<file path="src/hdl/dsi_proto_pkg.sv">
package dsi_proto_pkg;

    typedef logic [5:0] data_type_t;

    localparam data_type_t DT_VSS   = 6'h01;   // vsync start
    localparam data_type_t DT_HSS   = 6'h21;   // hsync start
    localparam data_type_t DT_PPS24 = 6'h3E;   // packed pixel stream, 24 bpp

    // data_id sits in the low byte, so it is the first byte on the wire
    typedef struct packed {
        logic [7:0]  ecc;
        logic [15:0] word_count;
        logic [7:0]  data_id;
    } pkt_header_t;

    typedef union packed {
        pkt_header_t hdr;
        logic [31:0] data;
    } pkt_word_u;

endpackage

</file>
<file path="src/hdl/tx_link_pkg.sv">
package tx_link_pkg;

    typedef enum logic [3:0] {
        S_IDLE,
        S_SEND_LP_CMD,
        S_SEND_VSS_VSA,
        S_WAIT_H_BLANK_VSS_VSA,
        S_SEND_HSS_VSA,
        S_WAIT_H_BLANK_VSA,
        S_SEND_HSS_HBP,
        S_WAIT_H_BLANK_HBP,
        S_SEND_HSS_ACT,
        S_WAIT_H_BLANK_ACT_HBP,
        S_SEND_DATA_HEADER,
        S_SEND_DATA,
        S_SEND_DATA_CRC,
        S_WAIT_H_BLANK_ACT_HFP,
        S_SEND_HSS_HFP,
        S_WAIT_H_BLANK_HFP
    } seq_state_t;

    typedef struct packed {
        logic                     lp;       // low-power command
        logic                     half;     // only 2 valid bytes
        dsi_proto_pkg::pkt_word_u payload;
    } stage_entry_t;

    typedef struct packed {
        logic        lp;
        logic [31:0] data;   // byte 0 -> lane 0
    } phy_bus_t;

    localparam int LANES_MAX = 4;

    typedef logic [2:0] lane_count_t;

endpackage

</file>
<file path="src/hdl/dsi_ecc.sv">
module dsi_ecc (
    input  logic [23:0] header,
    output logic [7:0]  ecc
);

    // header bits covered by each parity bit
    localparam logic [23:0] PARITY_MASK [6] = '{
        24'hF12CB7,
        24'hF2555B,
        24'h749A6D,
        24'hB8E38E,
        24'hDF03F0,
        24'hEFFC00
    };

    always_comb
    begin
        ecc = 8'h00;   // bits 7:6 stay zero
        for (int i = 0; i < 6; i++)
            ecc[i] = ^(header & PARITY_MASK[i]);
    end

endmodule

</file>
<file path="src/hdl/dsi_crc16.sv">
module dsi_crc16 (
    input  logic        clk,
    input  logic        rst_n,
    input  logic        clear,
    input  logic        update,
    input  logic [31:0] data,
    output logic [15:0] crc
);

    // x^16 + x^12 + x^5 + 1, bit-reversed, bits taken lsb first
    function automatic logic [15:0] fold(input logic [15:0] seed, input logic [31:0] word);
        logic [15:0] acc;
        acc = seed;
        for (int i = 0; i < 32; i++)
            acc = (acc[0] ^ word[i]) ? (acc >> 1) ^ 16'h8408 : acc >> 1;
        return acc;
    endfunction

    always_ff @(posedge clk or negedge rst_n)
    begin
        if (!rst_n)
            crc <= 16'hFFFF;
        else if (clear)
            crc <= 16'hFFFF;
        else if (update)
            crc <= fold(crc, data);
    end

endmodule

</file>
<file path="src/hdl/staging_fifo.sv">
module staging_fifo #(
    parameter int FIFO_DEPTH = 4
) (
    input  logic                      clk,
    input  logic                      rst_n,
    input  logic                      write,
    input  tx_link_pkg::stage_entry_t entry,
    input  logic                      read,
    output tx_link_pkg::stage_entry_t head,
    output logic                      empty,
    output logic                      full
);

    localparam int AW = $clog2(FIFO_DEPTH);

    tx_link_pkg::stage_entry_t mem [FIFO_DEPTH];
    logic [AW:0]               wr_ptr;   // extra bit tells full from empty
    logic [AW:0]               rd_ptr;

    always_ff @(posedge clk)
    begin
        if (write)
            mem[wr_ptr[AW-1:0]] <= entry;
    end

    always_ff @(posedge clk or negedge rst_n)
    begin
        if (!rst_n)
        begin
            wr_ptr <= '0;
            rd_ptr <= '0;
        end
        else
        begin
            if (write)
                wr_ptr <= wr_ptr + 1'b1;
            if (read)
                rd_ptr <= rd_ptr + 1'b1;
        end
    end

    assign head  = mem[rd_ptr[AW-1:0]];   // show-ahead
    assign empty = wr_ptr == rd_ptr;
    assign full  = (wr_ptr[AW] != rd_ptr[AW]) && (wr_ptr[AW-1:0] == rd_ptr[AW-1:0]);

    a_no_overflow:  assert property (@(posedge clk) disable iff (!rst_n) write |-> !full);
    a_no_underflow: assert property (@(posedge clk) disable iff (!rst_n) read |-> !empty);

endmodule

</file>
<file path="src/hdl/lane_repacker.sv">
module lane_repacker (
    input  logic                              clk,
    input  logic                              rst_n,
    input  tx_link_pkg::stage_entry_t         head,
    input  logic                              empty,
    input  tx_link_pkg::lane_count_t          lanes_number,
    input  logic [tx_link_pkg::LANES_MAX-1:0] phy_full,
    output logic                              read,
    output tx_link_pkg::phy_bus_t             phy,
    output logic [tx_link_pkg::LANES_MAX-1:0] phy_write
);

    logic [63:0]                     shift_reg;   // byte 0 is next out
    logic [3:0]                      byte_cnt;
    logic                            lp_q;
    tx_link_pkg::lane_count_t        lanes;
    logic                            out_write;
    logic [3:0]                      out_n;
    logic [3:0]                      keep_n;
    logic [3:0]                      in_n;
    logic [tx_link_pkg::LANES_MAX:0] strobes;

    assign lanes     = lp_q ? 3'd1 : lanes_number;   // LP commands on lane 0 only
    assign out_write = ~|phy_full && (byte_cnt >= 4'(lanes) || (byte_cnt != 4'd0 && empty));
    assign out_n     = (byte_cnt >= 4'(lanes)) ? 4'(lanes) : byte_cnt;
    assign keep_n    = out_write ? byte_cnt - out_n : byte_cnt;
    assign in_n      = head.half ? 4'd2 : 4'd4;
    assign read      = !empty && keep_n <= 4'd4;   // room for a whole word

    assign strobes   = ({{tx_link_pkg::LANES_MAX{1'b0}}, 1'b1} << out_n) - 1'b1;
    assign phy_write = out_write ? strobes[tx_link_pkg::LANES_MAX-1:0] : '0;
    assign phy       = '{lp: lp_q, data: shift_reg[31:0]};

    always_ff @(posedge clk or negedge rst_n)
    begin
        if (!rst_n)
        begin
            shift_reg <= 64'h0;
            byte_cnt  <= 4'd0;
            lp_q      <= 1'b0;
        end
        else
        begin
            shift_reg <= (out_write ? shift_reg >> (8 * out_n) : shift_reg)
                       | (read ? {32'h0, head.payload.data} << (8 * keep_n) : 64'h0);
            byte_cnt  <= keep_n + (read ? in_n : 4'd0);
            if (read)
                lp_q <= head.lp;
        end
    end

    a_byte_cnt_max: assert property (@(posedge clk) disable iff (!rst_n) byte_cnt <= 4'd8);

endmodule

</file>
<file path="src/hdl/frame_sequencer.sv">
module frame_sequencer #(
    parameter int BLANK_TIME         = 100,
    parameter int BLANK_TIME_HBP_ACT = 100,
    parameter int VSA_LINES          = 4,
    parameter int HBP_LINES          = 20,
    parameter int ACT_LINES          = 480,
    parameter int HFP_LINES          = 10
) (
    input  logic                    clk,
    input  logic                    rst_n,
    input  logic                    enable,
    input  logic                    fifo_line_ready,
    input  logic                    send_cmd,
    input  logic                    step,
    input  logic                    line_done,
    output tx_link_pkg::seq_state_t state,
    output logic                    pix_buffer_underflow_set
);

    tx_link_pkg::seq_state_t state_next;
    logic                    send_cmd_q;
    logic                    cmd_edge;
    logic [15:0]             blank_cnt;
    logic                    blank_done;
    logic [15:0]             line_cnt;
    logic                    last_line;
    logic                    line_wait;     // wait that closes a line
    logic [15:0]             phase_lines;   // lines of the phase entered next

    assign cmd_edge   = send_cmd & ~send_cmd_q;
    assign blank_done = blank_cnt == 16'd0;
    assign last_line  = line_cnt == 16'd1;

    assign pix_buffer_underflow_set = (state == tx_link_pkg::S_SEND_DATA_HEADER) && !fifo_line_ready;

    always_comb
    begin
        state_next = state;
        unique case (state)
            tx_link_pkg::S_IDLE:
                if (enable && fifo_line_ready)
                    state_next = tx_link_pkg::S_SEND_VSS_VSA;
                else if (cmd_edge)
                    state_next = tx_link_pkg::S_SEND_LP_CMD;
            tx_link_pkg::S_SEND_LP_CMD:
                state_next = step ? tx_link_pkg::S_IDLE : state;
            tx_link_pkg::S_SEND_VSS_VSA:
                state_next = step ? tx_link_pkg::S_WAIT_H_BLANK_VSS_VSA : state;
            tx_link_pkg::S_WAIT_H_BLANK_VSS_VSA:
                state_next = blank_done ? tx_link_pkg::S_SEND_HSS_VSA : state;
            tx_link_pkg::S_SEND_HSS_VSA:
                state_next = step ? tx_link_pkg::S_WAIT_H_BLANK_VSA : state;
            tx_link_pkg::S_WAIT_H_BLANK_VSA:
                if (blank_done)
                    state_next = last_line ? tx_link_pkg::S_SEND_HSS_HBP
                                           : tx_link_pkg::S_SEND_HSS_VSA;
            tx_link_pkg::S_SEND_HSS_HBP:
                state_next = step ? tx_link_pkg::S_WAIT_H_BLANK_HBP : state;
            tx_link_pkg::S_WAIT_H_BLANK_HBP:
                if (blank_done)
                    state_next = last_line ? tx_link_pkg::S_SEND_HSS_ACT
                                           : tx_link_pkg::S_SEND_HSS_HBP;
            tx_link_pkg::S_SEND_HSS_ACT:
                state_next = step ? tx_link_pkg::S_WAIT_H_BLANK_ACT_HBP : state;
            tx_link_pkg::S_WAIT_H_BLANK_ACT_HBP:
                state_next = blank_done ? tx_link_pkg::S_SEND_DATA_HEADER : state;
            tx_link_pkg::S_SEND_DATA_HEADER:
                state_next = step ? tx_link_pkg::S_SEND_DATA : state;
            tx_link_pkg::S_SEND_DATA:
                state_next = line_done ? tx_link_pkg::S_SEND_DATA_CRC : state;
            tx_link_pkg::S_SEND_DATA_CRC:
                state_next = step ? tx_link_pkg::S_WAIT_H_BLANK_ACT_HFP : state;
            tx_link_pkg::S_WAIT_H_BLANK_ACT_HFP:
                if (blank_done)
                    state_next = last_line ? tx_link_pkg::S_SEND_HSS_HFP
                                           : tx_link_pkg::S_SEND_HSS_ACT;
            tx_link_pkg::S_SEND_HSS_HFP:
                state_next = step ? tx_link_pkg::S_WAIT_H_BLANK_HFP : state;
            tx_link_pkg::S_WAIT_H_BLANK_HFP:
                if (blank_done)
                    state_next = last_line ? tx_link_pkg::S_IDLE : tx_link_pkg::S_SEND_HSS_HFP;
            default:
                state_next = tx_link_pkg::S_IDLE;
        endcase
    end

    always_comb
    begin
        line_wait   = 1'b1;
        phase_lines = 16'd0;
        unique case (state)
            tx_link_pkg::S_WAIT_H_BLANK_VSS_VSA: phase_lines = 16'(VSA_LINES);
            tx_link_pkg::S_WAIT_H_BLANK_VSA:     phase_lines = 16'(HBP_LINES);
            tx_link_pkg::S_WAIT_H_BLANK_HBP:     phase_lines = 16'(ACT_LINES);
            tx_link_pkg::S_WAIT_H_BLANK_ACT_HFP: phase_lines = 16'(HFP_LINES);
            tx_link_pkg::S_WAIT_H_BLANK_HFP:     phase_lines = 16'd0;   // frame ends
            default:                             line_wait   = 1'b0;
        endcase
    end

    always_ff @(posedge clk or negedge rst_n)
    begin
        if (!rst_n)
        begin
            state      <= tx_link_pkg::S_IDLE;
            send_cmd_q <= 1'b0;
            blank_cnt  <= 16'd0;
            line_cnt   <= 16'd0;
        end
        else
        begin
            state      <= state_next;
            send_cmd_q <= send_cmd;
            if (state_next != state)
                blank_cnt <= (state_next == tx_link_pkg::S_WAIT_H_BLANK_ACT_HBP)
                           ? 16'(BLANK_TIME_HBP_ACT) : 16'(BLANK_TIME);
            else if (!blank_done)
                blank_cnt <= blank_cnt - 16'd1;
            if (line_wait && blank_done)   // load on phase entry, else one line less
                line_cnt <= (state == tx_link_pkg::S_WAIT_H_BLANK_VSS_VSA || last_line)
                          ? phase_lines : line_cnt - 16'd1;
        end
    end

    a_idle_exit: assert property (@(posedge clk) disable iff (!rst_n)
        $past(state == tx_link_pkg::S_IDLE) && state != tx_link_pkg::S_IDLE
        |-> $past(enable) || $past(cmd_edge));

endmodule

</file>
<file path="src/hdl/packet_builder.sv">
module packet_builder #(
    parameter int LINE_WIDTH = 640
) (
    input  logic                      clk,
    input  logic                      rst_n,
    input  tx_link_pkg::seq_state_t   state,
    input  logic [23:0]               cmd_packet,
    input  logic [31:0]               fifo_data,
    input  logic                      fifo_not_empty,
    input  logic                      fifo_line_ready,
    input  logic                      fifo_full,
    output logic                      fifo_read_ack,
    output logic                      write,
    output tx_link_pkg::stage_entry_t entry,
    output logic                      step,
    output logic                      line_done
);

    localparam logic [15:0] LINE_BYTES = 16'(LINE_WIDTH * 3);       // three bytes per pixel
    localparam logic [15:0] LINE_WORDS = 16'(LINE_WIDTH * 3 / 4);

    logic [7:0]  data_id;
    logic [15:0] word_count;
    logic [7:0]  ecc;
    logic [15:0] crc;
    logic [15:0] words_left;
    logic        want;
    logic        in_header;
    logic        in_data;

    assign in_header = state == tx_link_pkg::S_SEND_DATA_HEADER;
    assign in_data   = state == tx_link_pkg::S_SEND_DATA;

    always_comb
    begin
        data_id    = 8'h00;
        word_count = 16'h0000;
        want       = 1'b1;
        unique case (state)
            tx_link_pkg::S_SEND_LP_CMD:
            begin
                data_id    = cmd_packet[7:0];
                word_count = cmd_packet[23:8];
            end
            tx_link_pkg::S_SEND_VSS_VSA:
                data_id = {2'b00, dsi_proto_pkg::DT_VSS};
            tx_link_pkg::S_SEND_HSS_VSA, tx_link_pkg::S_SEND_HSS_HBP,
            tx_link_pkg::S_SEND_HSS_ACT, tx_link_pkg::S_SEND_HSS_HFP:
                data_id = {2'b00, dsi_proto_pkg::DT_HSS};
            tx_link_pkg::S_SEND_DATA_HEADER:
            begin
                data_id    = {2'b00, dsi_proto_pkg::DT_PPS24};
                word_count = LINE_BYTES;
                want       = fifo_line_ready;   // stall on underflow
            end
            tx_link_pkg::S_SEND_DATA:     want = fifo_not_empty;
            tx_link_pkg::S_SEND_DATA_CRC: want = 1'b1;
            default:                      want = 1'b0;
        endcase
    end

    dsi_ecc u_ecc (
        .header ({word_count, data_id}),
        .ecc    (ecc)
    );

    always_comb
    begin
        entry    = '0;
        entry.lp = state == tx_link_pkg::S_SEND_LP_CMD;
        if (in_data)
            entry.payload.data = fifo_data;
        else if (state == tx_link_pkg::S_SEND_DATA_CRC)
        begin
            entry.half         = 1'b1;
            entry.payload.data = {16'h0000, crc};
        end
        else
            entry.payload.hdr = '{ecc: ecc, word_count: word_count, data_id: data_id};
    end

    assign write         = want && !fifo_full;
    assign step          = write;
    assign fifo_read_ack = write && in_data;
    assign line_done     = fifo_read_ack && words_left == 16'd1;

    always_ff @(posedge clk or negedge rst_n)
    begin
        if (!rst_n)
            words_left <= 16'd0;
        else if (in_header)
            words_left <= LINE_WORDS;
        else if (fifo_read_ack)
            words_left <= words_left - 16'd1;
    end

    dsi_crc16 u_crc (
        .clk    (clk),
        .rst_n  (rst_n),
        .clear  (in_header),
        .update (fifo_read_ack),
        .data   (fifo_data),
        .crc    (crc)
    );

    a_no_write_full: assert property (@(posedge clk) disable iff (!rst_n)
        fifo_full |-> !write);

endmodule

</file>
<file path="src/hdl/dsi_tx_top.sv">
module dsi_tx_top #(
    parameter int LINE_WIDTH         = 640,
    parameter int BLANK_TIME         = 100,
    parameter int BLANK_TIME_HBP_ACT = 100,
    parameter int VSA_LINES          = 4,
    parameter int HBP_LINES          = 20,
    parameter int ACT_LINES          = 480,
    parameter int HFP_LINES          = 10,
    parameter int FIFO_DEPTH         = 4
) (
    input  logic                                clk,
    input  logic                                rst_n,
    input  logic [31:0]                         fifo_data,
    input  logic                                fifo_not_empty,
    input  logic                                fifo_line_ready,
    output logic                                fifo_read_ack,
    output tx_link_pkg::phy_bus_t               phy,
    output logic [tx_link_pkg::LANES_MAX-1:0]   phy_write,
    input  logic [tx_link_pkg::LANES_MAX-1:0]   phy_full,
    input  logic                                enable,
    input  logic                                send_cmd,
    input  tx_link_pkg::lane_count_t            lanes_number,
    input  logic [23:0]                         cmd_packet,
    output logic                                pix_buffer_underflow_set
);

    tx_link_pkg::seq_state_t   state;
    tx_link_pkg::stage_entry_t entry;
    tx_link_pkg::stage_entry_t head;
    logic                      step;
    logic                      line_done;
    logic                      write;
    logic                      read;
    logic                      empty;
    logic                      full;

    frame_sequencer #(
        .BLANK_TIME         (BLANK_TIME),
        .BLANK_TIME_HBP_ACT (BLANK_TIME_HBP_ACT),
        .VSA_LINES          (VSA_LINES),
        .HBP_LINES          (HBP_LINES),
        .ACT_LINES          (ACT_LINES),
        .HFP_LINES          (HFP_LINES)
    ) u_sequencer (
        .clk                      (clk),
        .rst_n                    (rst_n),
        .enable                   (enable),
        .fifo_line_ready          (fifo_line_ready),
        .send_cmd                 (send_cmd),
        .step                     (step),
        .line_done                (line_done),
        .state                    (state),
        .pix_buffer_underflow_set (pix_buffer_underflow_set)
    );

    packet_builder #(
        .LINE_WIDTH (LINE_WIDTH)
    ) u_builder (
        .clk             (clk),
        .rst_n           (rst_n),
        .state           (state),
        .cmd_packet      (cmd_packet),
        .fifo_data       (fifo_data),
        .fifo_not_empty  (fifo_not_empty),
        .fifo_line_ready (fifo_line_ready),
        .fifo_full       (full),
        .fifo_read_ack   (fifo_read_ack),
        .write           (write),
        .entry           (entry),
        .step            (step),
        .line_done       (line_done)
    );

    staging_fifo #(
        .FIFO_DEPTH (FIFO_DEPTH)
    ) u_staging (
        .clk   (clk),
        .rst_n (rst_n),
        .write (write),
        .entry (entry),
        .read  (read),
        .head  (head),
        .empty (empty),
        .full  (full)
    );

    lane_repacker u_repacker (
        .clk          (clk),
        .rst_n        (rst_n),
        .head         (head),
        .empty        (empty),
        .lanes_number (lanes_number),
        .phy_full     (phy_full),
        .read         (read),
        .phy          (phy),
        .phy_write    (phy_write)
    );

endmodule

</file>
<file path="config.mk">
export PLATFORM = sky130hd
export DESIGN_NAME = dsi_tx_top
export DESIGN_NICKNAME = d
export VERILOG_FILES = /design/src/hdl/dsi_proto_pkg.sv /design/src/hdl/tx_link_pkg.sv /design/src/hdl/dsi_ecc.sv /design/src/hdl/dsi_crc16.sv /design/src/hdl/staging_fifo.sv /design/src/hdl/lane_repacker.sv /design/src/hdl/frame_sequencer.sv /design/src/hdl/packet_builder.sv /design/src/hdl/dsi_tx_top.sv
export SDC_FILE = /design/constraint.sdc
export NUM_CORES = 1
export LEC_CHECK = 0
export BUFFER_PORTS_ARGS = -buffer_cell sky130_fd_sc_hd__clkbuf_2
export CORE_AREA = 2 2 173 175
export CTS_BUF_LIST = sky130_fd_sc_hd__clkbuf_8
export DETAILED_ROUTE_END_ITERATION = 8
export DIE_AREA = 0 0 175 177
export PLACE_DENSITY = 0.87
export SLEW_MARGIN = 15
export SYNTH_ARGS = -nofsm -noshare
export SYNTH_HDL_FRONTEND = slang
export SYNTH_SLANG_ARGS = --single-unit
</file>
<file path="constraint.sdc">
create_clock -name clk -period 4.6 [get_ports clk]
set_input_delay 0.46 -clock clk [delete_from_list [all_inputs] [get_ports clk]]
set_output_delay 0.46 -clock clk [all_outputs]
set_load 0.02 [all_outputs]
</file>
# Word-level counts from Yosys, hierarchy flattened
# Memory sizes are Yosys's and may differ from the RTL's.
# Index checks and enable logic that the tools add are counted.
word_totals:
  memories: 1
  wordCells: 224
  in_bits: 69
  regBits: 144
  ramBits: 136
classes:
  add_sub_neg: 8
  order_cmp: 2
  mux: 80
  n_eq_ne: 22
  n_bitwise: 67
  n_shift: 3
  reduce_logical: 30
mem_list:
  columns: ["name", "words", "width", "rd", "rd_clocked_by_memory_dff", "write_ports", "line_no", "source"]
  rows:
  - ["u_staging.mem", 4, 34, 1, 0, 1, "staging_fifo.sv:16", "tx_link_pkg::stage_entry_t mem [FIFO_DEPTH];"]
ops:
  columns: ["cell", "count"]
  rows:
  - ["$mux 16", 39]
  - ["$reduce_xor 24->1", 6]
  - ["$mux 64", 2]
  - ["$not 2->3", 32]
  - ["$mux 4", 23]
  - ["$or 64x64->64", 1]
  - ["$pmux 4 s16", 1]
  - ["$shl 32x7->64", 1]
  - ["$shr 64x7->64", 1]
  - ["$sub 16x1->16 const B", 3]
  - ["$pmux 9 s4", 1]
  - ["$eq 16x1->1 const B", 2]
  - ["$eq 4x4->1 const B", 8]
  - ["$mux 32", 1]
  - ["$pmux 16 s2", 1]
  - ["$pmux 8 s4", 1]
  - ["$xor 1x1->1", 32]
  - ["$mux 30", 1]
  - ["$eq 4x3->1 const B", 4]
  - ["$logic_not 16->1", 1]
  - ["$logic_and 1x1->1", 10]
  - ["$mux 3", 3]
  - ["$eq 4x2->1 const B", 2]
  - ["$reduce_or 4->1", 2]
  - ["other kinds (25)", 34]

# Logic depth before layout (Yosys ltp)
depth:
  ltp_word: 66
  depth_mapped: 23
  mapped_depth_nobuf: 18

# Cells and area by module
# From an unflattened synthesis, not the netlist that was laid out.
unflattened:
  hier_cells: 1494
  area_unflattened_um2: 17526.8
modules_own_cells:
  columns: ["module", "cells_each", "instances", "area_per_inst_um2"]
  rows:
  - ["lane_repacker", 619, 1, 5754.3]
  - ["staging_fifo", 208, 1, 5306.3]
  - ["frame_sequencer", 269, 1, 2427.3]
  - ["dsi_crc16", 146, 1, 1869.3]
  - ["packet_builder", 210, 1, 1612.8]
  - ["dsi_ecc", 42, 1, 556.8]

# Worst setup path after synthesis
# OpenSTA, ideal clock, no wires.
synth_timing:
  path_type: "input-to-reg"
  from: "input lanes_number[0]"
  to: "register u_repacker.byte_cnt[3]"
  arrival_time_ns: 4.971
  required_time_ns: 4.470
  setup_time_ns: 0.130
  stages: 23
  setup_slack_ns: -0.501
  path_cell_list: "or2_2 ha_1 nand2b_1 a21o_1 a211o_1 clkbuf_1 mux2i_1 clkinv_1 clkbuf_1 buf_1 ha_1 inv_1 ha_1 a21oi_1 xnor2_1 mux2i_1 clkbuf_1 o211a_1 buf_2 and2_1 ha_1 fa_1 xnor2_1"
synth_via:
  elab_chain_len: 9
synth_rtl:
  columns: ["item", "line_no", "source"]
  rows:
  - ["from (decl)", "dsi_tx_top.sv:22", "input tx_link_pkg::lane_count_t lanes_number,"]
  - ["$mux 3 *", "lane_repacker.sv:23", "assign lanes = lp_q ? 3'd1 : lanes_number;"]
  - ["$ge 4x3->1", "lane_repacker.sv:24, lane_repacker.sv:25", null]
  - ["$mux 4 or $logic_or 1x1->1 (tied branches)", "lane_repacker.sv:25, lane_repacker.sv:24", null]
  - ["$sub 4x4->4 or $logic_and 1x1->1 (tied branches)", "lane_repacker.sv:26, lane_repacker.sv:24", null]
  - ["$mux 4 *", "lane_repacker.sv:26", "assign keep_n = out_write ? byte_cnt - out_n : byte_cnt;"]
  - ["$le 4x3->1", "lane_repacker.sv:28", "assign read = !empty && keep_n <= 4'd4;"]
  - ["$logic_and 1x1->1", "lane_repacker.sv:28", null]
  - ["$mux 4", "lane_repacker.sv:46", "byte_cnt <= keep_n + (read ? in_n : 4'd0);"]
  - ["$add 4x4->4 *", "lane_repacker.sv:46", null]
  - ["to (signal assigned)", "lane_repacker.sv:46", null]
  - ["to (decl)", "lane_repacker.sv:14", "logic [3:0] byte_cnt;"]
# Mark *: on every way between the ends. The rest lies on a longest branch, timed or not.
# A chain may end at the register's enable or synchronous reset.

# Worst setup path after layout
layout_timing:
  from: "register u_repacker.lp_q"
  to: "register u_repacker.byte_cnt[2]"
layout_via:
  elab_chain_len: 9
layout_rtl:
  columns: ["item", "line_no", "source"]
  rows:
  - ["from (decl)", "lane_repacker.sv:15", "logic lp_q;"]
  - ["from (signal assigned)", "lane_repacker.sv:48", "lp_q <= head.lp;"]
  - ["$mux 3 *", "lane_repacker.sv:23", null]
  - ["$ge 4x3->1", "lane_repacker.sv:24, lane_repacker.sv:25", null]
  - ["$mux 4 or $logic_or 1x1->1 (tied branches)", "lane_repacker.sv:25, lane_repacker.sv:24", null]
  - ["$sub 4x4->4 or $logic_and 1x1->1 (tied branches)", "lane_repacker.sv:26, lane_repacker.sv:24", null]
  - ["$mux 4 *", "lane_repacker.sv:26", null]
  - ["$le 4x3->1", "lane_repacker.sv:28", null]
  - ["$logic_and 1x1->1", "lane_repacker.sv:28", null]
  - ["$mux 4", "lane_repacker.sv:46", null]
  - ["$add 4x4->4 *", "lane_repacker.sv:46", null]
# Marked as above.

==> summary by stage <==
Run status
The run finished with clean final reports.

Finish
The register with the most flip-flops in the layout has 136 of them. The end-of-flow core utilization is 62.2%. The area growth from synthesis to layout is 10.6%.

After the flow finishes, the layout carries non-filler instances totaling between 2000 and 2500. The number of antenna diodes in the final layout is 0. In the final layout, the share of cells above drive strength 1 is 20.2%. Fill cells in the final layout number 2278.

After the last flow step, the layout net total stands at between 1500 and 2000.

GRT
The number of global-route vias before repair is 12576. Summed over all layers, the global routing overflow is 0. The overall fraction of global-route tracks in use is 27.7%.

The global-route wire length before repair is approximately 68000 um. The pin count of the biggest net entering global routing is 76. The number of antenna violations at the first check in global routing is 0.

Synthesis
The adder-cell share of the synthesized area is under 10%. The cell area that synthesis handed to floorplanning was between 0.015 and 0.02 sq mm. sky130_fd_sc_hd__edfxtp_1 takes more of the synthesized area than any other cell.

The multiplexer area fraction after synthesis is 9.23%. In this run, synthesis produced a sequential element count of 280. Dividing the synthesized area by the synthesized cell count gives 10.6 sq um. By area, the combinational part of the netlist is dominated by compound AO/OA/AOI/OAI gates. The async set-or-reset flop fraction in the synthesized netlist is 51.4%. The cell count after synthesis is 1545.

After Yosys synthesis, XOR and XNOR cells account for 11.7% of the synthesized area. Yosys mapped the design onto 81 distinct sky130hd cell types. The main flop type after synthesis is sky130_fd_sc_hd__edfxtp_1. The share of the yosys chip area belonging to registers is 46.9%.

After Yosys synthesis, and, or, nand and nor cells account for 12.9% of the synthesized area. When the netlist entered floorplanning its net count stood at 1633. The number of flops mapped to enable cells by yosys is 136.

The number of warnings printed during yosys synthesis is 0. The fraction of synthesized cell area taken by the top area cell type is 24.8%. Sorting the synthesized cells by area gives the leading types as sky130_fd_sc_hd__edfxtp_1 25%, sky130_fd_sc_hd__dfrtp_1 19%, sky130_fd_sc_hd__xnor2_1 6.7%. The synthesized netlist devotes about an eighth of its cell area to compound gates.

CTS
The number of clock sinks is 280. The clock-pin transition on the worst setup and hold timing paths is 0.06 ns. The clock passes through at most 3 buffers.

In this run the number of H-tree levels came out at 2. The CTS root buffer is sky130_fd_sc_hd__clkbuf_8. The total CTS buffers is 47.

The TritonCTS clock tree is yes. For the worst-skew pair, the clock arrives at the later sink with an insertion delay of 0.58 ns.

Critical path
The slowest stage cell on the critical path is sky130_fd_sc_hd__a211o_2. Together, buffers and inverters on the worst path number 2. The endpoint arrival time on the critical path is 4.78 ns. The critical path's most frequent cell is sky130_fd_sc_hd__ha_1. The required time of the critical path is 5.02 ns. The critical path goes through or2_2 > ha_1 > nand2b_1 > a21o_1 > a211o_2 > mux2i_4 > clkinv_2 > ha_1 > a2111oi_1 > a211o_1 > a211oi_1 > xnor2_1 > buf_4 > o211ai_2 > nor2_1 > fa_2. In this run the worst path has a maximum fanout of 11.

The startpoint-to-endpoint class of the critical path is reg2reg. The kind of cell with the highest combined delay on the critical path is compound AO/OA/AOI/OAI gates. The sort of element at the end of the critical path is a flop.

On the worst path, the slowest cell contributes a delay of around 0.46 ns. STA classifies the critical path startpoint as a flop.

Timing
The smallest clock period supported by the final layout is computed as 4.37 ns. The final setup skew is 0.0359 ns. Setup violations remaining at the end of the flow were counted as 0. The final setup slack of the worst path is 0.232 ns. After layout, the worst path uses 95.0% of the clock period. For the pin with the worst max-slew slack, the measured transition is 0.766 ns.

For this run, the top clock speed supported by timing is 0.229 GHz. The max-slew violation total from the final report is 0. Setup repair after global routing could not meet its margin everywhere. The worst slew margin relative to its limit is about half.

The total count of hold-check failures in the final report is 0.

Detailed routing
In this run the remaining antenna-violating nets after routing total 0. Using the TritonRoute via totals, the vias-per-cell ratio works out to 6.23. The detailed-router iteration count before antenna repair is 5. Summed over all layers, the routed wires come to 42400 um. The via count is 12739. The routed length per placed instance is between 20 and 25 um. The number of DRC markers after the initial detailed-route iteration is 1527. The detailed-route DRC error count is 0.

Floorplanning
The number of primary I/O pins is 108. The initial utilization of the core area, before any placement, comes to 56.2%. The die covers 0.0310 sq mm. The core footprint is 0.0292 sq mm. The placement row count is 63. The floorplan die width is 175 um.

Measured along the y axis, the die boundary spans 177 um.

Placement
The final estimated routing congestion in global placement is 0.940. The pre-CTS setup slack is between 0.1 and 0.15 ns. Input and output buffers added on the ports amount to 107.

The cell count after placement is 1957. Summed over all nets, the half-perimeter wirelength after detailed placement is ~30000 um.

Pwr
The standby leakage power is 7.39 nW. Across the VDD grid, the largest voltage drop is 0.363 mV. The power density normalized to cell area is 657 mW/mm^2.

Min path
The path class of the tightest hold or removal check is in2reg.

Flow run
Across the run, the number of max-cap violations was 0.
[logic make-up after synthesis]
| family | count (synthesis) |
|---|---|
| simple gates | 477 |
| compound gates | 317 |
| flops | 280 |
| xor+xnor | 194 |
| buf+inv | 152 |
| mux | 106 |
| fa+ha+maj | 19 |
[metrics by stage]
| step | hold slack (ns) | cell area [sq um] | setup TNS, ns | total power [mW] |
|---|---|---|---|---|
| final | 0.0326 | 18200 | 0 | 12.0 |
| after detailed placement | 0.482 | 17200 | 0 | 9.54 |
| after CTS | 0.0000170 | 18200 | 0 | 11.8 |
| after global placement | 0.475 | 17200 | 0 | 9.39 |
| after floorplan | 0.164 | 16500 | 0 | 8.13 |
| after global routing | 0.0166 | 18200 | -0.0217 | 12.7 |
[routing by layer]
layer / share of wire, % / global-route usage, % / vias to the layer above / routed length, um
li1: - / - / 5749 / -
met1: 41 / 37.8 / 6158 / 17500
met2: 47 / 45.0 / 718 / 19900
met3: 8.5 / 5.03 / 114 / 3620
met4: 3.2 / 9.51 / 0 / 1360
met5: 0 / 0 / - / 0
[path summary, 6_finish.rpt]
check                                    start                        to  slack, ns  cells after the start
min                                   send_cmd    u_sequencer.send_cmd_q       0.03                      1
min in group asynchronous                rst_n           u_repacker.lp_q       0.52                      2
max reg2reg                    u_repacker.lp_q    u_repacker.byte_cnt[2]       0.23                     16
min reg2reg                u_staging.rd_ptr[2]       u_staging.rd_ptr[2]       0.49                      1
max                            u_repacker.lp_q    u_repacker.byte_cnt[2]       0.23                     16
max in group asynchronous                rst_n  u_repacker.shift_reg[55]       3.07                      3
[report_power, final]
group	leakage [nW]	switching, mW	internal [mW]
clock	0.559	1.01	1.27
combinational	3.84	3.73	2.50
sequential	2.99	0.449	3.00
total	7.39	5.19	6.76
[Yosys cell counts, drive strengths merged (7+ instances only)]
| cell type | number |
|---|---|
| nand3 | 19 |
| mux4 | 35 |
| nor3 | 63 |
| mux2 | 15 |
| dfrtp | 128 |
| and3 | 14 |
| o22ai | 13 |
| or3 | 13 |
| a22oi | 25 |
| and2 | 7 |
| nand2b | 9 |
| edfxtp | 136 |
| o21a | 7 |
| nand2 | 228 |
| a211oi | 9 |
| a31o | 7 |
| xor2 | 51 |
| a31oi | 17 |
| a2bb2oi | 16 |
| clkbuf | 63 |
| inv | 30 |
| ha | 18 |
| o21ai | 81 |
| a21oi | 58 |
| buf | 58 |
| xnor2 | 140 |
| o221ai | 12 |
| nor4 | 13 |
| o32ai | 8 |
| nor2 | 87 |
| dfstp | 16 |
| mux2i | 56 |
| a32oi | 15 |
[layout make-up]
class                      instances  area [sq um]  share of cell area, %
sequential                       280          7710                   42.4
tap                              390           488                   2.68
inverter                          31           118                  0.647
clock buffer                      55           757                   4.16
multi-input combinational       1113          8040                   44.2
clock inverter                    32           229                   1.26
timing repair buffer             145           850                   4.67
[repair_timing]
item,4_1_cts,5_1_grt
hold buffers,1,0
endpoints found under the setup margin,0,35
buffers inserted,0,1
resized for setup,0,6
endpoints found under the hold margin,73,0
[layout by cell type (no fill, tap or decap), types with 55 or more instances in the layout]
master	synthesis	final
sky130_fd_sc_hd__o21ai_0	75	75
sky130_fd_sc_hd__xnor2_1	125	125
sky130_fd_sc_hd__a21oi_1	58	58
sky130_fd_sc_hd__clkbuf_8	5	55
sky130_fd_sc_hd__clkbuf_2	0	106
sky130_fd_sc_hd__edfxtp_1	136	136
sky130_fd_sc_hd__nor2_1	86	84
sky130_fd_sc_hd__nand2_1	228	228
sky130_fd_sc_hd__nor3_1	63	61
sky130_fd_sc_hd__dfrtp_1	128	127
Note: power is estimated with default switching activity, not from simulation.
